`src/road_gen_pkg.sv`:
```
// road generator shared widths, priority-mode encoding and bus structs
package road_gen_pkg;

    // descriptor RAM word address, top bit selects the half
    localparam int road_ram_aw = 12;
    // graphics ROM word address
    localparam int road_rom_aw = 14;
    // descriptor reads per scanline
    localparam int road_fetch_words = 6;

    // layer priority, written by the CPU through the I/O port
    typedef enum logic [1:0] {
        only_road0 = 2'd0,
        road0_prio = 2'd1,
        road1_prio = 2'd2,
        only_road1 = 2'd3
    } road_mode_e;

    // one scanline worth of descriptors
    typedef struct packed {
        logic [11:0] idx0;
        logic [11:0] idx1;
        logic [11:0] scr0;
        logic [11:0] scr1;
        logic [11:0] col0;
        logic [11:0] col1;
    } road_line_t;

    // single layer pixel
    typedef struct packed {
        logic [1:0] pix;
        logic       cent;
    } road_lpix_t;

    // mixed pixel and flags (rc[1] blank, rc[0] not from ROM)
    typedef struct packed {
        logic [7:0] pxl;
        logic [1:0] rc;
    } road_out_t;

endpackage

```
`src/road_mixer.sv`:
```
// road layer priority mixer and pixel encoder
`timescale 1ns/10ps

module road_mixer (
    input  logic                      clk,
    input  logic                      rst,
    input  logic                      pxl_cen,
    input  logic                      hs,
    input  road_gen_pkg::road_mode_e  mode,
    input  road_gen_pkg::road_line_t  line,
    input  road_gen_pkg::road_lpix_t  lpix0,
    input  road_gen_pkg::road_lpix_t  lpix1,
    output road_gen_pkg::road_out_t   out
);
    import road_gen_pkg::*;

    logic       trans0;
    logic       trans1;
    logic       cfill1;
    logic       sel;
    logic       not_rom;
    logic       blank;
    road_lpix_t shown;
    logic [1:0] code;
    logic [11:0] col_sel;

    // value 3 is transparent inside the span and solid centre fill outside it
    assign trans0 = !lpix0.cent && lpix0.pix == 2'd3;
    assign trans1 = !lpix1.cent && lpix1.pix == 2'd3;
    assign cfill1 = lpix1.cent && lpix1.pix == 2'd3;

    assign not_rom = (line.idx0[11] && line.idx1[11]) ||
                     (line.idx0[11] && mode == only_road0) ||
                     (line.idx1[11] && mode == only_road1);

    assign blank = not_rom ||
                   (trans0 && trans1) ||
                   (trans1 && mode == only_road1) ||
                   (trans0 && mode == only_road0);

    // high picks layer 1
    always_comb begin
        sel = (hs && !not_rom) || mode == only_road1;
        if (mode == road0_prio) begin
            sel = sel ||
                  (trans0 && (cfill1 || lpix1.pix == 2'd1 || lpix1.pix == 2'd2)) ||
                  (!lpix0.cent && lpix0.pix != 2'd0 && lpix1.pix == 2'd0) ||
                  (cfill1 && lpix0.pix != 2'd3);
        end
        if (mode == road1_prio) begin
            sel = sel ||
                  (trans0 && (trans1 || lpix1.pix != 2'd3)) ||
                  cfill1 ||
                  (lpix0.pix != 2'd3 && lpix1.pix == 2'd0);
        end
    end

    assign shown   = sel ? lpix1 : lpix0;
    assign col_sel = sel ? line.col1 : line.col0;

    // centre fill counts as both colour bits
    assign code[0] = shown.pix == 2'd1 || (shown.cent && shown.pix == 2'd3);
    assign code[1] = shown.pix == 2'd2 || (shown.cent && shown.pix == 2'd3);

    always_ff @(posedge clk or posedge rst) begin
        if (rst) begin
            out <= '0;
        end else if (pxl_cen) begin
            if (!blank) begin
                out.pxl <= {4'd0, sel, code, col_sel[{1'b0, sel, code}]};
            end else if (not_rom) begin
                // solid colour from the other layer's index
                out.pxl <= {1'b1, sel ? line.idx0[6:0] : line.idx1[6:0]};
            end else begin
                out.pxl <= {3'b001, sel, col_sel[11:8]};
            end
            out.rc <= {blank, not_rom};
        end
    end

endmodule

```
`config.mk`:
```
export PLATFORM = sky130hd
export DESIGN_NAME = road_mixer
export DESIGN_NICKNAME = d
export VERILOG_FILES = /design/src/road_gen_pkg.sv /design/src/road_mixer.sv
export SDC_FILE = /design/constraint.sdc
export NUM_CORES = 1
export LEC_CHECK = 0
export BUFFER_PORTS_ARGS = -buffer_cell sky130_fd_sc_hd__buf_2
export CORE_UTILIZATION = 35
export CTS_CLUSTER_SIZE = 12
export DETAILED_ROUTE_END_ITERATION = 10
export PLACE_DENSITY = 0.86
export RECOVER_POWER = 100
export SLEW_MARGIN = 10
export SYNTH_ARGS = -nofsm -noshare
export SYNTH_HDL_FRONTEND = slang
export SYNTH_SLANG_ARGS = --single-unit
```
`constraint.sdc`:
```
create_clock -name clk -period 1.4 [get_ports clk]
set_clock_uncertainty 0.2 [all_clocks]
set_input_delay 0.28 -clock clk [delete_from_list [all_inputs] [get_ports clk]]
set_output_delay 0.28 -clock clk [all_outputs]
set_load 0.02 [all_outputs]
```
==> results by group <==
Worst setup path
  • Kind of critical path: in2reg
  • Worst Setup End Kind: flop
  • CP Launch Type: primary input
  • Crit path DAT: 1.81 ns
  • Worst-path fanout max: 6
  • Critical path required time: 1.36 ns

GRT
  • Largest net degree at the start of global routing: 12
  • Global-route wire length before repair: 5620 um
  • Total GRT Usage: a little over a quarter
  • Vias in the first global route: 1,234
  • Initial antenna violation count: 0
  • Gr ovfl total: 0

Cells and area
  • Final nets: 278
  • Most frequent cells in the layout: 37 x buf_2, 32 x buf_4, 11 x nand2_1
  • Footprint of the multi-input gates: about 770 um^2
  • Largest register FFs: 10
  • Synth-to-Final Area Change: 70.9%
  • Layout fillers: 200
  • Most common cell after layout, fill and taps aside: buf_2
  • Biggest register: out
  • Largest regs: out x10
  • Register Area: 250 um^2
  • Design area: 0.00165 mm^2
  • Antenna cells: 0
  • Layout cell share with drive strength beyond 1: 58.5%

Timing
  • Endpoints failing hold: 0
  • Crit share post-route: 132%
  • Final setup violation count: 8
  • PnR worst setup slack: -0.447 ns
  • Slew headroom: between 60 and 70%
  • Achievable frequency: 0.541 GHz
  • RSZ-0062 raised after global routing: yes
  • Worst Tran Pin Value: 0.465 ns
  • Slew Viols, Final: 0
  • Worst Hold Margin: 0.0765 ns
  • Crit path time final: 1.85 ns

Synthesis
  • Cell area after synthesis: 967 um^2
  • Syn_area_per_cell: 8.79 um^2
  • EDFF count, synth: 0
  • Sequential area share after synthesis: around 26%
  • #FFs+latches synth: 10
  • Unique masters post-synth: 52
  • Post-synth ARST share: 100%
  • Ys Warns: 0
  • Synth Instances: between 100 and 150
  • Top_reg_cell synth: dfrtp_1
  • Post-synth net total: 194

Route
  • Detailed-route vias per instance: 5.85
  • Drt pass-1 iters: 4
  • Post-route DRC: 0
  • Wire per inst: 16.3 um
  • Initial DRC Count: 61
  • Via count: 1,304
  • Final ANT Viol Nets: 0
  • Routed WL: 3640 um

Clock network
  • Clk sinks: 10
  • Clk Tree Root Cell: clkbuf_4
  • Max Root-Sink Buffers: 2
  • Htree depth: 1
  • Reg clk slew, reported paths: around 0.070 ns
  • CTS tree: built
  • Worst-Skew Late Latency: 0.28 ns
  • Num CTS Buffers: 3

Floorplan
  • Ports: between 90 and 100
  • Chip Height: 54.6 um
  • Die area: around 0.0030 mm^2
  • Initial Util: 38.0%
  • # rows: 18
  • Die width: 54.6 um
  • Core area: 0.00254 mm^2

Placed design
  • Dpl cell area: between 0.001 and 0.0015 mm^2
  • Dpl hpwl: between 2000 and 3000 um
  • RD Place Congestion: 0.933
  • Port Buffer Count: 53

Min path
  • HP Class: in2reg

Status
  • Status: finished, violations left
  • Failing checks: negative setup slack

Power and ir drop
  • LEAKAGE: 0.780 nW
  • Pwr per Cell Area: 733 mW/mm^2
  • Worst VDD drop: 902 uV

Run
  • Max Cap Violations: 0
report_power, final:
group / internal (mW) / switching, mW / total, mW
sequential: 0.329 / 0.0273 / 0.357
clock: 0.158 / 0.115 / 0.273
combinational: 0.280 / 0.301 / 0.581
total: 0.767 / 0.443 / 1.21
cell families after synthesis:
family	count (synthesis)	synth area share [%]
mux	5	7.89
simple gates	36	20.4
flops	10	25.9
compound gates	47	38.3
buf+inv	12	7.50
worst paths after layout:
path / start / endpoint / slack [ns] / cells past startpoint
hold reg to reg: out[8] / out[8] / 0.29 / 1
min in group asynchronous: rst / out[9] / 0.34 / 3
setup / recovery: lpix0[0] / out[3] / -0.45 / 8
hold / removal: line[66] / out[8] / 0.08 / 3
max in group asynchronous: rst / out[2] / 0.36 / 3
setup reg to reg: out[7] / out[7] / 0.42 / 1
worst max-delay path: stages:
cell and delay [ns]:
buf_8 0.10, or4b_4 0.54, o311ai_4 0.10, buf_4 0.19, o21ai_4 0.09, a211o_1 0.29, o311ai_1 0.10, o31ai_2 0.11
layout make-up:
type | count | area share, %
Inverter | 5 | 1.14
Tap cell | 30 | 2.27
Multi-Input combinational cell | 89 | 46.7
Sequential cell | 10 | 15.1
Timing Repair Buffer | 85 | 32.6
Clock buffer | 4 | 2.20
routing by layer:
metal | GRT usage, % | routed length, um | vias up
met3 | 6.39 | 275 | 12
met1 | 32.1 | 1400 | 623
li1 | - | - | 603
met5 | 0 | 0 | -
met2 | 43.9 | 1840 | 66
met4 | 12.0 | 127 | 0
synth_stat cells, types with 2 or more instances:
cell type | instances | area [um^2]
o21ai_1 | 2 | 10.0
nand2_1 | 11 | 41.3
nor3_1 | 2 | 10.0
o311ai_1 | 2 | 17.5
inv_1 | 5 | 18.8
a21oi_1 | 9 | 45.0
a211o_1 | 2 | 17.5
nand4b_1 | 2 | 17.5
dfrtp_1 | 10 | 250
buf_6 | 3 | 33.8
a31oi_1 | 2 | 12.5
a211oi_1 | 2 | 15.0
clkbuf_1 | 2 | 7.51
or4b_1 | 2 | 20.0
o21a_1 | 2 | 15.0
mux2i_1 | 2 | 20.0
o21ai_0 | 4 | 20.0
nand3_1 | 6 | 30.0
a22oi_1 | 2 | 15.0
nor2_1 | 5 | 18.8
mux4_2 | 2 | 45.0
per-stage QoR:
step	setup slack (ns)	instances	util [%]	setup TNS [ns]	total power, mW
floorplan	-0.582	110	-	-3.53	0.656
global placement	-0.696	212	58.5	-5.05	0.851
detailed placement	-0.773	212	58.5	-5.52	0.878
CTS	-0.435	221	63.2	-2.85	1.18
global route	-0.505	223	64.9	-3.32	1.27
finish	-0.447	223	64.9	-3.01	1.21
repair_timing:
action / 4_1_cts / 5_1_grt
hold buffers: 1 / 0
gates cloned: 1 / 0
resized for setup: 11 / 6
setup buffers: 3 / 2
pin swaps: 7 / 8
endpoints found under the setup margin: 8 / 8
hold endpoints to repair: 10 / 0
Power figures use the tool's default switching activity.
