$ cat config.mk
export PLATFORM = sky130hd
export DESIGN_NAME = road_layer
export DESIGN_NICKNAME = d
export VERILOG_FILES = /design/src/road_gen_pkg.sv /design/src/road_layer.sv
export SDC_FILE = /design/constraint.sdc
export NUM_CORES = 1
export LEC_CHECK = 0
export BUFFER_PORTS_ARGS = -buffer_cell sky130_fd_sc_hd__buf_2
export CAP_MARGIN = 40
export CORE_ASPECT_RATIO = 0.75
export CORE_MARGIN = 3
export CORE_UTILIZATION = 52
export CTS_CLUSTER_DIAMETER = 50
export DETAILED_ROUTE_END_ITERATION = 8
export GPL_TIMING_DRIVEN = 0
export PLACE_DENSITY_LB_ADDON = 0.25
export RECOVER_POWER = 50
export SKIP_LAST_GASP = 1
export SYNTH_ARGS = -nofsm -noshare
export SYNTH_HDL_FRONTEND = slang
export SYNTH_SLANG_ARGS = --single-unit
$ cat constraint.sdc
create_clock -name clk -period 4.8 [get_ports clk]
set_input_delay 0.48 -clock clk [delete_from_list [all_inputs] [get_ports clk]]
set_output_delay 0.48 -clock clk [all_outputs]
set_load 0.02 [all_outputs]
$ cat src/road_gen_pkg.sv
// road generator shared widths, priority-mode encoding and bus structs
package road_gen_pkg;

    // descriptor RAM word address, top bit selects the half
    localparam int road_ram_aw = 12;
    // graphics ROM word address
    localparam int road_rom_aw = 14;
    // descriptor reads per scanline
    localparam int road_fetch_words = 6;

    // layer priority, written by the CPU through the I/O port
    typedef enum logic [1:0] {
        only_road0 = 2'd0,
        road0_prio = 2'd1,
        road1_prio = 2'd2,
        only_road1 = 2'd3
    } road_mode_e;

    // one scanline worth of descriptors
    typedef struct packed {
        logic [11:0] idx0;
        logic [11:0] idx1;
        logic [11:0] scr0;
        logic [11:0] scr1;
        logic [11:0] col0;
        logic [11:0] col1;
    } road_line_t;

    // single layer pixel
    typedef struct packed {
        logic [1:0] pix;
        logic       cent;
    } road_lpix_t;

    // mixed pixel and flags (rc[1] blank, rc[0] not from ROM)
    typedef struct packed {
        logic [7:0] pxl;
        logic [1:0] rc;
    } road_out_t;

endpackage

$ cat src/road_layer.sv
// single road layer engine with horizontal counter, ROM addressing and pixel shifter
`timescale 1ns/10ps

module road_layer (
    input  logic                                  clk,
    input  logic                                  rst,
    input  logic                                  pxl_cen,
    input  logic                                  hs,
    input  logic [11:0]                           idx,
    input  logic [11:0]                           scr,
    input  logic [15:0]                           rom_data,
    output logic [road_gen_pkg::road_rom_aw-1:0]  rom_addr,
    output logic                                  rom_cs,
    output road_gen_pkg::road_lpix_t              lpix
);
    import road_gen_pkg::*;

    logic [11:0] hpos;
    logic [15:0] shifter;
    logic        cent;
    logic        in_span;
    logic        en;

    // drawn span is counter range 0x600..0x7ff
    assign in_span = hpos[11:9] == 3'b011;
    assign en      = !idx[11] && in_span;

    // row from the index, column group from the counter
    assign rom_addr = {idx[8:1], hpos[8:3]};

    // two bit-planes, high byte and low byte
    assign lpix.pix  = {shifter[15], shifter[7]};
    assign lpix.cent = cent;

    always_ff @(posedge clk or posedge rst) begin
        if (rst) begin
            hpos    <= 12'd0;
            shifter <= 16'd0;
            cent    <= 1'b0;
            rom_cs  <= 1'b0;
        end else if (hs) begin
            hpos    <= scr;
            shifter <= 16'hffff;
            cent    <= 1'b0;
            rom_cs  <= 1'b0;
        end else if (pxl_cen) begin
            rom_cs <= en;
            hpos   <= hpos + 12'd1;
            // sticky until the next line
            if (!in_span || hpos[8:0] == 9'h0ff) begin
                cent <= 1'b1;
            end
            if (hpos[2:0] == 3'd0) begin
                shifter <= en ? rom_data : 16'hffff;
            end else begin
                shifter <= shifter << 1;
            end
        end
    end

endmodule

==> summary.txt, run 1 <==
Critical path
  • CP Capture Type: flop
  • Critical Path Source: hpos[0]$_DFFE_PP0P_
  • Critical R2R Launch: hpos[0]$_DFFE_PP0P_
  • Arrival @ worst endpoint: 1.80 ns
  • Crit path max fanout: 10
  • Worst Path Required: 4.95 ns
  • Critical path type: flop to flop
  • Worst Setup Start Kind: flop
  • Worst r2r dst: shifter[8]$_DFFE_PP0P_
  • Reg2Reg Setup Slack: 3.15 ns
  • Worst Reg2Reg Path Length in Cells: 8

Clocking
  • Reg clk slew, reported paths: 0.06 ns
  • Post-CTS setup buffer count: 0
  • Cts repair resizes: 0
  • Root Driver: clkbuf_8
  • CTS Sinks: 30
  • CTS buffer count: 5
  • Clk buf depth: 2
  • Skew-Pair Late Insertion Delay: 0.28 ns
  • TritonCTS clock tree: done
  • Cts hold-fix bufs: 0
  • Number of H-tree levels: 2

Power and ir drop
  • Power consumption: 651 µW
  • Pleak: 0.000906 µW
  • VDD IR-drop max: 0.000218 V
  • Cell Pwr Density: 322 nW/µm²

Timing
  • Final WS setup: 3.15 ns
  • Setup Skew: 0.00302 ns
  • Worst rel slew slack: 26.3%
  • RSZ-0062 raised after global routing: false
  • Final Max Slew Viols: 0
  • Final Setup Violations: 0
  • Min Tclk post-route: 1.65 ns
  • Setup TNS: 0 ns
  • Worst Tran Pin Value: 1.11 ns
  • Fin crit share: 34.3%
  • Final hold vios: 0
  • Achievable clock frequency: 607 MHz

Die
  • Chip width: 70.8 µm
  • Die Area: 3860 µm²
  • Die Y: 54.6 µm
  • Core ar.: 2800 µm²
  • I/O pin cnt: 62
  • Initial Utilization: 58.3%
  • Row count: 16

Yosys
  • Post-synth EDFFs: 0
  • Synth top area share: 45.9%
  • Synth Area per Inst: 9.24 µm²
  • Distinct cells, synth: 26
  • Main flop type after synthesis: dfrtp_1
  • Asr flop ratio synth: 100%
  • Post-Synthesis Cells: 177
  • Yosys warns: 0
  • Top post-synthesis cells by area: dfrtp_1 46%, buf_4 8.7%, o21ai_0 8.0%
  • Synth area leader: dfrtp_1
  • Syn nets: 224
  • Post-synthesis sequential area ratio: 45.9%
  • Synthesized area: 1640 µm²
  • Synth Register Bits: 30

Route
  • Initial DRC Count: 78
  • Detailed Routing Iterations Pass 1: 4
  • DRC viols: 0
  • Antenna Nets Post-Route: 0
  • WL per Instance: 13.8 µm
  • DRT Wirelength: 3770 µm
  • Via/cell ratio: 5.37
  • Via count: 1,460

Global route
  • Largest net degree at the start of global routing: 22
  • Antenna violations before repair: 0
  • First-pass GRT wire length: 6000 µm
  • GRT Total Usage: 20.7%
  • GRT overflow: 0
  • Vias in the first global route: 1,266

Flow run
  • Number of max-cap violations: 0

Layout
  • ANT cells: 0
  • Layout cells sized above 1: 32.6%
  • Area grow syn2layout: 23.6%
  • Fin nets: 282

Placed design
  • Port Buffers: 50
  • Gpl congestion: 0.798
  • Place WS: 3.13 ns
  • Post-DP HPWL: 2720 µm

Status
  • Status: finished clean

Min path
  • Hold/Removal Path Class: input port to async pin
-- where the power goes --
group | leakage, µW | switching, µW | internal, µW | total [µW]
Combinational | 0.000519 | 68.0 | 55.7 | 124
Sequential | 0.000329 | 18.6 | 273 | 292
Clock | 0.0000575 | 91.3 | 145 | 236
Total | 0.000906 | 178 | 473 | 651
-- Yosys cell counts, drive strengths merged (2+ instances only) --
library cell / number
nand3: 3
xor2: 3
inv: 5
nor2: 4
nand4: 3
buf: 21
clkbuf: 7
nor3: 4
nand2: 19
xnor2: 7
dfrtp: 30
o21ai: 29
ha: 3
o22ai: 15
a21oi: 17
mux2i: 2
-- per-stage QoR --
| stage | instance area [µm²] | utilization, % | instances | hold slack (ns) |
|---|---|---|---|---|
| 3_3_place_gp | 1930 | 68.9 | 263 | 0.480 |
| 2_1_floorplan | 1640 | - | 177 | 0.457 |
| 5_1_grt | 2020 | 72.1 | 272 | 0.189 |
| 4_1_cts | 2070 | 73.8 | 272 | 0.204 |
| 6_report | 2020 | 72.1 | 272 | 0.154 |
| 3_5_place_dp | 1960 | 69.9 | 264 | 0.489 |
-- cell type report --
| cell class | count | area [µm²] |
|---|---|---|
| clock buffer | 8 | 110 |
| timing repair buffer | 51 | 246 |
| buffer | 28 | 179 |
| multi-input combinational | 114 | 672 |
| fill | 230 | 781 |
| tap | 36 | 45.0 |
| inverter | 5 | 18.8 |
| sequential | 30 | 751 |
-- kinds of logic (layout without fill, tap and decap cells) --
group                    Yosys count  count (layout)  synth area share [%]
flip-flops                        30              30                  45.9
multiplexers                       2               2                  1.22
AO/OA/AOI/OAI                     62              62                  20.4
buffers and inverters             33              92                  12.1
AND/OR/NAND/NOR                   37              37                  12.8
adder cells (fa/ha/maj)            3               3                  2.30
XOR/XNOR                          10              10                  5.36
-- layout by cell type (no fill, tap or decap), drive strengths merged, types with 4 or more instances in the layout --
cell type  instances
nand2             19
buf               65
o21ai             29
xnor2              7
o22ai             15
clkbuf            22
nor2               4
a21oi             17
dfrtp             30
inv                5
nor3               4
-- worst max-delay path, cell delays in order (launching register included) --
cell and delay (ns):
dfrtp_1 0.41, inv_1 0.07, ha_1 0.12, nor2b_1 0.11, buf_2 0.21, nand2_2 0.13, buf_4 0.20, o22ai_1 0.15
o21ai_0 0.10
-- state kept, by name, summed over array words and instances, names as in the netlist --
name / count
cent: 1
hpos: 12
rom_cs: 1
shifter: 16
-- per-layer routing --
layer  global-route usage [%]  share of wire (%)
met5                        0                  0
met4                     6.56                1.4
met3                     5.87                6.9
met2                     30.6                 44
met1                     29.6                 48
-- worst max-delay path by stage --
stage,to,cells after the start
final,shifter[8]$_DFFE_PP0P_,8
after global routing,shifter[4]$_DFFE_PP0P_,8
after CTS,cent$_DFFE_PP0P_,7
after detailed placement,cent$_DFFE_PP0P_,7
after global placement,cent$_DFFE_PP0P_,7
after floorplan,cent$_DFFE_PP0P_,7
(Power assumes the default switching activity.)
==> run 2: changes to the inputs <==
- ABC_AREA: not set -> 1
- CORE_UTILIZATION: 52 -> 45
- clock period: 4.8 -> 1.5 ns (I/O delays scaled with it)
==> summary.txt, run 2 <==
Status
  • Status: finished with violations
  • Failing checks: setup timing

Clocking
  • CTS buffer count: 5
  • TritonCTS clock tree: done
  • Clk buf depth: 2
  • Skew-Pair Late Insertion Delay: 0.29 ns
  • CTS Sinks: 30
  • Number of H-tree levels: 2
  • Reg clk slew, reported paths: 0.06 ns
  • Root Driver: clkbuf_8

Die
  • Row count: 19
  • Die Y: 60.8 µm
  • Die Area: 4810 µm²
  • Initial Utilization: 48.0%
  • I/O pin cnt: 62
  • Chip width: 79.1 µm
  • Core ar.: 3760 µm²

Layout
  • Fin nets: 343
  • Layout cells sized above 1: 37.4%
  • Area grow syn2layout: 31.4%
  • Post-layout util: 63.0%
  • Most common cell after layout, fill and taps aside: buf_2
  • Max reg flops: 16
  • Most frequent cells in the layout: 43 x buf_2, 34 x nand2_1, 29 x dfrtp_1, 26 x a21oi_1, 25 x buf_4
  • Biggest register: shifter
  • Largest regs: shifter x16, hpos x12
  • ANT cells: 0

Global route
  • M3 GR Usage: 6.08%
  • GRT overflow: 0
  • Global routing's busiest layer: met2
  • Largest net degree at the start of global routing: 22
  • GRT Total Usage: 19.4%
  • Antenna violations before repair: 0
  • Met2 GRT Util: 28.1%
  • Vias in the first global route: 1,509
  • GR Util met1: 27.9%
  • First-pass GRT wire length: 7030 µm

Timing
  • Final hold vios: 0
  • Final Max Slew Viols: 0
  • Fin crit share: 103%
  • Final Setup Violations: 1
  • Setup Skew: 0.00538 ns
  • RSZ-0062 raised after global routing: true
  • Worst Tran Pin Value: 0.536 ns
  • Achievable clock frequency: 648 MHz
  • Min Tclk post-route: 1.54 ns
  • Final WS setup: -0.0430 ns
  • Worst rel slew slack: 64.3%

Critical path
  • Reg2Reg Setup Slack: -0.04 ns
  • Critical path type: flop to flop
  • Slowest stage cell, crit path: dfrtp_1
  • Crit path max-delay family: flip-flops
  • CP Capture Type: flop
  • CP peak stage delay: 0.41 ns
  • CP bufs+invs: 4
  • Worst Path Required: 1.66 ns
  • Crit path max fanout: 4
  • Arrival @ worst endpoint: 1.70 ns
  • Crit-path cells: inv_2 -> ha_4 -> inv_2 -> nor2_4 -> inv_4 -> buf_4 -> a21oi_1 -> a22oi_1
  • Most frequent CP cell: inv_2
  • Worst Setup Start Kind: flop

Power and ir drop
  • Switching part of the total: 31.4%
  • Pint: 1490 µW
  • Cell Pwr Density: 921 nW/µm²
  • VDD IR-drop max: 0.000551 V
  • Pleak: 0.00106 µW
  • NetSw: 685 µW
  • Clock share of power: 31.3%
  • Gate power share: 25.3%
  • Sequential Power Share: 43.4%

Yosys
  • Synth Register Bits: 30
  • Most common library cells after synthesis: 36 x nand2_1, 35 x a21oi_1, 30 x dfrtp_1
  • Post-synth EDFFs: 0
  • Main flop type after synthesis: dfrtp_1
  • Post-Synthesis Cells: 229
  • Distinct cells, synth: 26
  • Syn nets: 276
  • Synth area leader: dfrtp_1
  • Synth Area per Inst: 7.87 µm²
  • Asr flop ratio synth: 100%
  • Synthesized area: 1800 µm²
  • Post-synthesis sequential area ratio: 41.7%
  • Synth top area share: 41.7%
  • Most common cell in the netlist: nand2_1
  • Yosys warns: 0
  • Top post-synthesis cells by area: dfrtp_1 42%, a21oi_1 9.7%, buf_4 7.9%

Route
  • DRT Wirelength: 4680 µm
  • WL per Instance: 13.4 µm
  • Antenna Nets Post-Route: 0
  • Via/cell ratio: 5.05
  • Detailed Routing Iterations Pass 1: 4
  • Initial DRC Count: 96
  • Via count: 1,761
  • DRC viols: 0

Placed design
  • Place WS: -0.108 ns
  • Port Buffers: 50
  • Post-DP HPWL: 3170 µm
  • Gpl congestion: 0.859

Min path
  • Hold/Removal Path Class: input port to flop

Flow run
  • Number of max-cap violations: 0
## run 2: cell type report
cell class	count	area (µm²)
plain buffers	26	211
clock buffers	7	86.3
clock inverters	1	5.00
fillers	353	1390
inverters	18	70.1
multi-input cells	155	841
flip-flops and latches	30	752
well taps	52	65.1
repair buffers	60	337
## run 2: tightest hold or removal path, stage by stage
cell and delay (ns):
buf_2 0.08, nand2_1 0.05, o221ai_1 0.06
## run 2: worst paths after layout
| kind | start | endpoint | cells past startpoint |
|---|---|---|---|
| worst max-delay path | hpos[0]$_DFFE_PP0P_ | shifter[14]$_DFFE_PP0P_ | 8 |
| min in group asynchronous | rst | hpos[8]$_DFFE_PP0P_ | 3 |
| max in group asynchronous | rst | shifter[9]$_DFFE_PP0P_ | 4 |
| worst min register to register | rom_cs$_DFFE_PP0P_ | rom_cs$_DFFE_PP0P_ | 2 |
| worst min-delay path | scr[8] | hpos[8]$_DFFE_PP0P_ | 3 |
| worst max register to register | hpos[0]$_DFFE_PP0P_ | shifter[14]$_DFFE_PP0P_ | 8 |
## run 2: power groups by stage
| stage | clock (µW) | combinational [µW] | sequential, µW |
|---|---|---|---|
| 6_report | 682 | 552 | 945 |
| 5_1_grt | 727 | 607 | 956 |
| 4_1_cts | 688 | 502 | 939 |
| 3_5_place_dp | 0 | 479 | 952 |
| 3_3_place_gp | 0 | 465 | 952 |
| 2_1_floorplan | 0 | 337 | 939 |
## run 2: cell families after synthesis
family	after synthesis	synth area share (%)
and+or+nand+nor	84	21.4
AOI/OAI and AO/OA	68	19.9
buffers and inverters	44	14.9
DFF	30	41.7
adders and majority gates	3	2.08
## run 2: metal layers
| layer | vias up | part of all wire (%) |
|---|---|---|
| li1 | 883 | - |
| met1 | 800 | 46 |
| met2 | 70 | 44 |
| met3 | 8 | 7.9 |
| met4 | 0 | 1.3 |
| met5 | - | 0 |
## run 2: repair_timing
item	4_1_cts	5_1_grt
endpoints found under the hold margin	9	0
hold buffers	1	0
endpoints found under the setup margin	13	14
gates resized for setup	5	23
buffers inserted	4	3
gates cloned	0	1
pin swaps	5	5
## run 2: stage by stage
stage | setup TNS [ns] | hold WS [ns] | total power, µW | cell area (µm²) | cells
floorplan | 0 | 0.241 | 1280 | 1800 | 229
detailed placement | -1.10 | 0.189 | 1430 | 2140 | 332
global route | -0.690 | 0.0905 | 2290 | 2370 | 349
global placement | -0.749 | 0.391 | 1420 | 2120 | 331
CTS | -0.0173 | 0.0892 | 2130 | 2290 | 345
finish | -0.0430 | 0.0896 | 2180 | 2370 | 349
