### src/road_gen_pkg.sv
// road generator shared widths, priority-mode encoding and bus structs
package road_gen_pkg;

    // descriptor RAM word address, top bit selects the half
    localparam int road_ram_aw = 12;
    // graphics ROM word address
    localparam int road_rom_aw = 14;
    // descriptor reads per scanline
    localparam int road_fetch_words = 6;

    // layer priority, written by the CPU through the I/O port
    typedef enum logic [1:0] {
        only_road0 = 2'd0,
        road0_prio = 2'd1,
        road1_prio = 2'd2,
        only_road1 = 2'd3
    } road_mode_e;

    // one scanline worth of descriptors
    typedef struct packed {
        logic [11:0] idx0;
        logic [11:0] idx1;
        logic [11:0] scr0;
        logic [11:0] scr1;
        logic [11:0] col0;
        logic [11:0] col1;
    } road_line_t;

    // single layer pixel
    typedef struct packed {
        logic [1:0] pix;
        logic       cent;
    } road_lpix_t;

    // mixed pixel and flags (rc[1] blank, rc[0] not from ROM)
    typedef struct packed {
        logic [7:0] pxl;
        logic [1:0] rc;
    } road_out_t;

endpackage

### src/road_line_fetch.sv
// per-line sequencer reading six road descriptors after horizontal sync
`timescale 1ns/10ps

module road_line_fetch (
    input  logic                                  clk,
    input  logic                                  rst,
    input  logic                                  pxl_cen,
    input  logic                                  hs,
    input  logic [8:0]                            v,
    input  logic [15:0]                           rd_data,
    output logic [road_gen_pkg::road_ram_aw-1:0]  rd_addr,
    output road_gen_pkg::road_line_t              line
);
    import road_gen_pkg::*;

    logic [2:0] step;

    // regions 0/1 hold per-line indices, later steps follow those indices
    always_comb begin
        case (step)
            3'd0: rd_addr = {1'b0, 3'd0, v[7:0]};
            3'd1: rd_addr = {1'b0, 3'd1, v[7:0]};
            3'd2: rd_addr = {1'b0, 2'd1, line.idx0[8:0]};
            3'd3: rd_addr = {1'b0, 2'd2, line.idx1[8:0]};
            3'd4: rd_addr = {1'b0, 2'd3, line.idx0[8:0]};
            default: rd_addr = {1'b0, 2'd3, line.idx1[8:0]};
        endcase
    end

    always_ff @(posedge clk or posedge rst) begin
        if (rst) begin
            step <= 3'd0;
            line <= '0;
        end else if (pxl_cen) begin
            if (hs) begin
                step <= 3'd0;
            end else begin
                // park once all words are in
                if (step < 3'(road_fetch_words)) begin
                    step <= step + 3'd1;
                end
                case (step)
                    3'd0: line.idx0 <= rd_data[11:0];
                    3'd1: line.idx1 <= rd_data[11:0];
                    3'd2: line.scr0 <= rd_data[11:0];
                    3'd3: line.scr1 <= rd_data[11:0];
                    3'd4: line.col0 <= rd_data[11:0];
                    3'd5: line.col1 <= rd_data[11:0];
                    default: ;
                endcase
            end
        end
    end

endmodule

### config.mk
export PLATFORM = sky130hd
export DESIGN_NAME = road_line_fetch
export DESIGN_NICKNAME = d
export VERILOG_FILES = /design/src/road_gen_pkg.sv /design/src/road_line_fetch.sv
export SDC_FILE = /design/constraint.sdc
export NUM_CORES = 1
export LEC_CHECK = 0
export BUFFER_PORTS_ARGS = -buffer_cell sky130_fd_sc_hd__clkbuf_2
export CORE_MARGIN = 2
export CORE_UTILIZATION = 54
export DETAILED_ROUTE_END_ITERATION = 7
export GPL_TIMING_DRIVEN = 0
export PLACE_DENSITY = 0.94
export SYNTH_ARGS = -nofsm -noshare
export SYNTH_HDL_FRONTEND = slang
export SYNTH_SLANG_ARGS = --single-unit
### constraint.sdc
create_clock -name clk -period 6.6 [get_ports clk]
set_clock_uncertainty 0.15 [all_clocks]
set_input_delay 1.32 -clock clk [delete_from_list [all_inputs] [get_ports clk]]
set_output_delay 1.32 -clock clk [all_outputs]
set_load 0.005 [all_outputs]
==> results.md, run 1 <==
- Status: finished clean
- Leak: 2.29 nW
- Final total power: 1.68 mW
- Area Growth Syn to Fin: 23.9%
- Final worst slack: 2660 ps
- Mux contribution to synthesized area: 0.293
- Core Region: roughly 0.0063 mm²
- EDFF count, synth: 0
- First-pass GRT wire length: 11,700 µm
- Die Footprint: 0.00704 mm²
- Hold path depth: 1
- Die Height: 83.9 µm
- Grt ovf: 0
- R2R Path Start: step[1]$_DFFE_PP0P_
- Htree depth: 3
- Data required time at the worst endpoint: ~5100 ps
- Simple-Gate Fraction of Synth Area: 0.0323
- Tightest Pin Transition: 879 ps
- Fin nets: 371
- Cell Rows: 29
- Startpoint Class: flip-flop
- Post-Syn Nets: 254
- Synth Flop Type: dfrtp_1
- FFs w/ async S/R, synth: 1.00
- # hold bufs at CTS: 0
- First-pass DRT Iterations: 4
- Compound-cell area share of the yosys netlist: 0.0545
- Synth warnings: 0
- Cell count of the worst reg-to-reg path: 5
- Ports: around 110
- Initial antenna violation count: 0
- Num CTS Buffers: 9
- CTS tree: yes
- Setup CP Type: flip-flop to output port
- Max-Cap Viols: 0
- Total GRT Usage: 0.217
- Final Hold Fails: 0
- GP Congestion: 0.814
- Final core utilization: 0.680
- Layout cells sized above 1: 0.625
- CTS clock-pin slew for the worst setup and hold paths: 70 ps
- Syn Inst Count: 219
- Worst setup EP type: output port
- Area of the mapped netlist: 0.00345 mm²
- Setup Total Neg Slack: 0 ps
- Hold EP: line[38]$_DFFE_PP0P_
- Synth area leaders: dfrtp_1 54%, mux2_4 22%, mux2_2 7.5%
- Clock Latency Late Sink: 340 ps
- # resized after CTS: 0
- Worst min-delay path category: flip-flop to flip-flop
- Peak VDD IR: ~240 µV
- Crit path DAT: between 2000 and 2500 ps
- Number of I/O port buffers: ~110
- Final Max Slew Viols: 0
- Yosys top cell area share: 0.545
- Starting DRT DRC Count: just under 50
- Mean post-synth cell area: between 15 and 20 µm²
- Fin crit period: 3940 ps
- Pin count of the biggest net entering global routing: 76
- CP Max Fanout: 10
- Final WL: 7450 µm
- Setup crit start: step[2]$_DFFE_PP0P_
- Final HPWL DP: approximately 5000 µm
- WL/cell: around 18 µm
- Setup slack at placement: 3010 ps
- Adder-Cell Fraction of Synth Area: 0.0218
- Starting density of the core: 0.549
- Final cycle utilization of the critical path: 0.597
- Synth cell count leaders: 75 x dfrtp_1, 50 x mux2_4, 23 x mux2_2, 14 x inv_1, 11 x o21ai_0
- Pwr dens: 393 mW/mm²
- Largest family of logic cells by synthesized area: multiplexers
- Root buffer cell: clkbuf_8
- Clk sinks: 75
- R2r setup slk: 4660 ps
- Distinct cells, synth: 25
- Vias per inst: between 5 and 6
- Count leader, synth: dfrtp_1
- Via count: between 2,000 and 2,500
- Drt drc: 0
- Fmax achieved: about 250 MHz
- Die X: 83.9 µm
- #FFs+latches synth: 75
- Rel. slew slack: 0.414
- Sequential area share after synthesis: 0.545
- Unrepaired setup endpoints after global routing: no
- Setup Buffers After CTS: 0
- Hold Path Origin: line[38]$_DFFE_PP0P_
- Bufs on Longest Clock Path: 2
- Post-route antenna net violation count: 0
- Diodes inserted: 0
- RR Endpoint: line[48]$_DFFE_PP0P_
- Cell taking the most area after synthesis: dfrtp_1
- XOR/XNOR share of the synthesized area: 0
- Vias in the first global route: between 2,000 and 2,500
- Setup violations, final: 0
[worst max-delay path, stage by stage (launching register included)]
cell and delay, ps:
dfrtp_1 380, buf_6 150, inv_1 190, ha_1 300, nor2_1 60, a21oi_1 690, o21ai_0 210, clkbuf_2 160
[per-stage QoR]
step | instances | instance area, µm² | hold WS, ps
floorplan | 219 | 3450 | 354
global placement | 402 | 4070 | 340
detailed placement | 402 | 4080 | 341
CTS | 418 | 4270 | 366
global route | 418 | 4270 | 376
finish | 418 | 4270 | 365
[state kept, by name, indices dropped and copies added, names as in the netlist]
| signal | flops |
|---|---|
| line | 72 |
| step | 3 |
[cell usage in the layout, fill, tap and decap left out, drive strengths merged]
cell	netlist	layout
o21bai	2	2
nand2	1	1
a22oi	9	9
nor2	1	1
nor3	1	1
ha	6	6
a21o	1	1
buf	10	10
clkinv	0	3
bufinv	0	1
and3	3	3
clkinvlp	0	1
nand3b	1	1
conb	1	1
mux2	73	73
dfrtp	75	75
o21ai	11	11
nor2b	1	1
o21ba	1	1
a21oi	3	3
inv	14	14
clkbuf	0	117
nand3	2	2
or3	1	1
a22o	2	2
[layout make-up]
type / instances / area, µm²
fillers: 454 / 2010
flip-flops and latches: 75 / 1880
multi-input cells: 120 / 1390
clock inverters: 5 / 52.6
well taps: 77 / 96.3
inverters: 14 / 55.1
repair buffers: 106 / 531
clock buffers: 11 / 141
plain buffers: 10 / 129
[power by group]
part | leakage, nW | switching [mW] | internal (mW) | total (mW)
registers | 0.953 | 0.117 | 0.634 | 0.751
clock network | 0.0991 | 0.160 | 0.183 | 0.343
logic | 1.23 | 0.222 | 0.361 | 0.583
total | 2.29 | 0.499 | 1.18 | 1.68
[how the worst max path moves through the flow]
stage                            to  slack (ps)  depth (start not counted)
3_5_place_dp             rd_addr[5]        3010                          7
4_1_cts                  rd_addr[5]        2620                          7
5_1_grt                  rd_addr[5]        2350                          7
2_1_floorplan   line[0]$_DFFE_PP0P_        3220                          1
3_3_place_gp   line[63]$_DFFE_PP0P_        2490                          2
6_report                 rd_addr[5]        2660                          7
[routing by layer]
| metal | wire length [µm] | share of wire | GRT usage | up-vias |
|---|---|---|---|---|
| li1 | - | - | - | 1006 |
| met1 | 3260 | 0.44 | 0.287 | 1070 |
| met2 | 3650 | 0.49 | 0.353 | 80 |
| met3 | 449 | 0.060 | 0.0603 | 11 |
| met4 | 92 | 0.012 | 0.0645 | 0 |
| met5 | 0 | 0 | 0 | - |
[cells by family after synthesis]
| kind of cell | count (synthesis) |
|---|---|
| fa+ha+maj | 6 |
| buf+inv | 24 |
| other cells | 1 |
| compound gates | 29 |
| flops | 75 |
| simple gates | 11 |
| mux | 73 |
(Power assumes the default switching activity.)
==> run 2: changes to the inputs <==
ABC_AREA = 1   (was unset)
CORE_UTILIZATION = 44   (was 54)
PLACE_DENSITY = 0.85   (was 0.94)
clock period = 3.6 ns   (was 6.6 ns; I/O delays follow)
==> results.md, run 2 <==
- CTS tree: yes
- Largest register FFs: a little over 70
- Worst min-delay path category: flip-flop to flip-flop
- Setup slack at placement: 1080 ps
- Worst setup EP type: output port
- Post-route antenna net violation count: 0
- Drt drc: 0
- CP Max Fanout: 9
- Tightest Pin Transition: 911 ps
- Status: finished clean
- Die Height: 87.9 µm
- Critical-path cell list: inv_2, ha_1, a21oi_1, nand3_2, nand2_2, nand2_1, nand2_1, clkbuf_2
- Fin crit period: about 2900 ps
- WL/cell: 14.5 µm
- Die X: just under 90 µm
- Count leader, synth: nand2_1
- Final WL: about 8000 µm
- Final Hold Fails: 0
- #FFs+latches synth: 75
- Peak VDD IR: approximately 400 µV
- Layout cells sized above 1: 0.316
- Final cycle utilization of the critical path: 0.805
- CP max stage delay: approximately 500 ps
- Pin count of the biggest net entering global routing: 76
- Vias in the first global route: 2,615
- Root buffer cell: clkbuf_8
- Clk sinks: 75
- Num CTS Buffers: 9
- Cell Rows: 30
- Max-Cap Viols: 0
- Number of I/O port buffers: 106
- Commonest non-fill, non-tap cell in the layout: nand2_1
- Data required time at the worst endpoint: 2730 ps
- Final HPWL DP: 5890 µm
- # resized after CTS: 0
- First-pass GRT wire length: 12,700 µm
- First-pass DRT Iterations: 5
- Starting density of the core: 0.456
- Slowest cell on the critical path: dfrtp_1
- Setup violations, final: 0
- Distinct cells, synth: 20
- Via count: 2,760
- Area of the mapped netlist: 0.00310 mm²
- CTS clock-pin slew for the worst setup and hold paths: 80 ps
- Ports: about 110
- Mean post-synth cell area: 9.16 µm²
- Leak: around 2.2 nW
- Fmax achieved: 345 MHz
- Cell taking the most area after synthesis: dfrtp_1
- Diodes inserted: 0
- Rel. slew slack: 0.393
- Setup Total Neg Slack: 0 ps
- Sequential area share after synthesis: 0.606
- # hold bufs at CTS: 0
- Multi-input gate area: 0.00104 mm²
- GP Congestion: 0.801
- Initial antenna violation count: 0
- FFs w/ async S/R, synth: 1.00
- Final worst slack: 704 ps
- Bufs on Longest Clock Path: 2
- Syn Inst Count: 338
- Setup Buffers After CTS: 0
- Synth warnings: 0
- Synth area leaders: dfrtp_1 61%, nand2_1 15%, o21ai_0 11%
- Die Footprint: 0.00772 mm²
- Clock Latency Late Sink: 340 ps
- Fin nets: 490
- Number of fill cells in the layout: between 500 and 600
- Htree depth: 3
- Setup CP Type: flip-flop to output port
- Largest regs: line x72, step x3
- Commonest cells after routing, fill and taps aside: 121 x nand2_1, 107 x clkbuf_2, 75 x dfrtp_1
- Startpoint Class: flip-flop
- Area Growth Syn to Fin: 27.3%
- Total GRT Usage: 0.217
- Register area: 0.00188 mm²
- Crit path DAT: 2030 ps
- Synth Flop Type: dfrtp_1
- Post-Syn Nets: approximately 370
- Yosys top cell area share: 0.606
- Synth cell count leaders: 121 x nand2_1, 75 x dfrtp_1, 65 x o21ai_0, 28 x inv_1, 9 x buf_2
- Core Region: 0.00679 mm²
- Starting DRT DRC Count: 144
- Unrepaired setup endpoints after global routing: no
- Register with the most flip-flops: line
- Grt ovf: 0
- Vias per inst: 4.97
- Final Max Slew Viols: 0
- Pwr dens: 821 mW/mm²
- Most used cell, CP: nand2_1
- EDFF count, synth: 0
[run 2: area by class of cell]
| type | count | share of cell area |
|---|---|---|
| buffer | 13 | 0.0165 |
| clock buffer | 11 | 0.0359 |
| clock inverter | 4 | 0.0130 |
| inverter | 29 | 0.0283 |
| multi-input combinational | 221 | 0.265 |
| sequential | 75 | 0.476 |
| tap | 96 | 0.0305 |
| timing repair buffer | 106 | 0.135 |
[run 2: cell families (layout without fill, tap and decap cells)]
group	Yosys count	in the layout	share of synthesized area
AO/OA/AOI/OAI	77	77	0.126
flip-flops	75	75	0.606
other	1	1	0.00121
buffers and inverters	42	163	0.0562
adder cells (fa/ha/maj)	6	6	0.0243
AND/OR/NAND/NOR	137	137	0.186
[run 2: per-stage QoR]
stage | cell area [µm²] | utilization | total power [mW] | hold slack (ps) | cells
2_1_floorplan | 3100 | - | 1.98 | 326 | 338
3_3_place_gp | 3750 | 0.551 | 2.55 | 319 | 540
3_5_place_dp | 3750 | 0.552 | 2.61 | 323 | 540
4_1_cts | 3940 | 0.580 | 3.26 | 342 | 555
5_1_grt | 3940 | 0.580 | 3.48 | 365 | 555
6_report | 3940 | 0.580 | 3.23 | 337 | 555
[run 2: critical path, delay by kind of cell (launching register included)]
family / cells / cell delay (ps)
flops: 1 / 500
simple gates: 4 / 480
buf+inv: 2 / 260
fa+ha+maj: 1 / 250
compound gates: 1 / 200
[run 2: layer usage]
metal	share of wire	track usage
met5	0	0
met4	0.024	0.0979
met3	0.055	0.0396
met2	0.48	0.348
met1	0.44	0.288
[run 2: worst paths after layout]
check / slack (ps) / cells after the start / to / startpoint
max: 700 / 8 / rd_addr[4] / step[2]$_DFFE_PP0P_
min: 340 / 2 / line[10]$_DFFE_PP0P_ / line[10]$_DFFE_PP0P_
max reg2reg: 1800 / 8 / line[54]$_DFFE_PP0P_ / step[1]$_DFFE_PP0P_
min reg2reg: 340 / 2 / line[10]$_DFFE_PP0P_ / line[10]$_DFFE_PP0P_
max in group asynchronous: 2290 / 2 / line[62]$_DFFE_PP0P_ / rst
min in group asynchronous: 410 / 2 / line[23]$_DFFE_PP0P_ / rst
[run 2: report_power, final]
group / switching [mW] / total, mW / leakage, nW / internal, mW
clock: 0.307 / 0.643 / 0.0954 / 0.336
sequential: 0.252 / 1.46 / 0.963 / 1.21
combinational: 0.610 / 1.13 / 1.13 / 0.524
total: 1.17 / 3.23 / 2.19 / 2.07
==> run 3: changes to the inputs <==
ABC_AREA = 0   (was 1)
CORE_UTILIZATION = 46   (was 44)
PLACE_DENSITY = 0.87   (was 0.85)
clock period = 2.36 ns   (was 3.6 ns; I/O delays follow)
==> results.md, run 3 (synthesis results as in run 1) <==
- Clock Latency Late Sink: 340 ps
- Starting density of the core: 0.475
- Root buffer cell: clkbuf_8
- Fin nets: 385
- Worst setup EP type: output port
- Drt drc: 0
- Largest regs: line x72, step x3
- Clk sinks: 75
- Grt ovf: 0
- Pin count of the biggest net entering global routing: 41
- Die Height: just over 90 µm
- Core Region: 0.00725 mm²
- Post-route antenna net violation count: 0
- Rel. slew slack: 0.466
- Register with the most flip-flops: line
- Final WL: 8350 µm
- CP Max Fanout: 5
- Crit path DAT: between 1500 and 2000 ps
- WHS: between 100 and 150 ps
- Area Growth Syn to Fin: 34.8%
- Pwr dens: 1110 mW/mm²
- Final core utilization: 0.640
- Number of I/O port buffers: ~110
- First-pass GRT wire length: 13,400 µm
- Vias per inst: 5.01
- Final HPWL DP: 5310 µm
- Status: finished with violations
- Unrepaired setup endpoints after global routing: yes
- Largest register FFs: between 70 and 80
- Peak VDD IR: 561 µV
- First-pass DRT Iterations: 4
- # hold bufs at CTS: 0
- Setup CP Type: flip-flop to output port
- Vias in the first global route: 2,384
- CTS tree: yes
- Setup Total Neg Slack: -271 ps
- Cell Rows: 31
- Final Max Slew Viols: 0
- Setup violations, final: 10
- GP Congestion: 0.808
- Tightest Pin Transition: approximately 800 ps
- Die Footprint: roughly 0.0082 mm²
- Leak: 2.39 nW
- Data required time at the worst endpoint: between 1500 and 2000 ps
- Ports: 113
- Post-route insts no fill: between 400 and 500
- Diodes inserted: 0
- Max-Cap Viols: 0
- Setup slack at placement: -325 ps
- Bufs on Longest Clock Path: 2
- Via count: 2,276
- Fmax achieved: about 410 MHz
- Die X: 90.6 µm
- Startpoint Class: flip-flop
- Final total power: 5.13 mW
- Cell Area, Placed: 0.00412 mm²
- WL/cell: 18.4 µm
- CTS clock-pin slew for the worst setup and hold paths: ~80 ps
- Final worst slack: -54.9 ps
- Fin crit period: ~2400 ps
- Final Instance Area: 0.00464 mm²
- Num CTS Buffers: 9
- Final Hold Fails: 0
- Worst min-delay path category: primary input to asynchronous set/reset pin
- Initial antenna violation count: 0
- Placed cell count: 425
- Layout cells sized above 1: 0.707
- Commonest cells after routing, fill and taps aside: 106 x clkbuf_2, 73 x dfrtp_1, 52 x mux2_4
- Htree depth: 3
- Failing checks: negative setup slack
- Final cycle utilization of the critical path: 1.02
- Total GRT Usage: 0.213
- Starting DRT DRC Count: 61
- Commonest non-fill, non-tap cell in the layout: clkbuf_2
==> run 3: cell count changes in the layout (fill, tap and decap cells not counted), moves of 8 or more <==
cell     previous run  this run
mux2_4              0        52
mux2_2              0        22
a22oi_2             0         8
buf_2               9         0
o21ai_0            65         2
nand2_1           121         0
inv_1              27        10
buf_4               1        11
==> run 3: layout make-up <==
type / count / area (µm²)
Inverter: 14 / 65.1
Tap cell: 99 / 124
Clock inverter: 3 / 67.6
Fill cell: 546 / 2610
Clock buffer: 13 / 179
Buffer: 9 / 128
Timing Repair Buffer: 119 / 648
Sequential cell: 75 / 1880
Multi-Input combinational cell: 122 / 1550
==> run 3: where the power goes <==
group / internal [mW] / switching, mW / total (mW)
clock network: 0.712 / 0.469 / 1.18
logic: 1.13 / 0.701 / 1.84
registers: 1.77 / 0.343 / 2.12
==> run 3: what timing repair did <==
item / CTS / global route
resized for setup: 42 / 5
cloned: 2 / 0
endpoints found under the setup margin: 11 / 11
buffers inserted: 12 / 0
pin swaps: 5 / 1
==> run 3: final timing paths <==
check | depth (start not counted) | startpoint | slack (ps) | to
max | 7 | step[1]$_DFFE_PP0P_ | -50 | rd_addr[5]
min | 2 | rst | 110 | line[52]$_DFFE_PP0P_
max reg2reg | 7 | step[1]$_DFFE_PP0P_ | 460 | line[18]$_DFFE_PP0P_
min reg2reg | 1 | line[27]$_DFFE_PP0P_ | 360 | line[27]$_DFFE_PP0P_
max in group asynchronous | 3 | rst | 1300 | line[71]$_DFFE_PP0P_
min in group clk | 2 | rd_data[9] | 290 | line[21]$_DFFE_PP0P_
==> run 3: metal layers <==
| layer | vias to the layer above | global-route usage | wire length, µm |
|---|---|---|---|
| li1 | 1042 | - | - |
| met1 | 1137 | 0.296 | 3940 |
| met5 | - | 0 | 0 |
| met4 | 0 | 0.0808 | 146 |
| met3 | 14 | 0.0367 | 356 |
| met2 | 83 | 0.334 | 3900 |
==> run 3: worst max-delay path, cell delays in order (launching register included) <==
cell and delay, ps:
dfrtp_2 480, ha_4 200, ha_4 180, nor2_4 100
a21oi_4 70, buf_6 140, o21ai_1 140, clkbuf_2 130
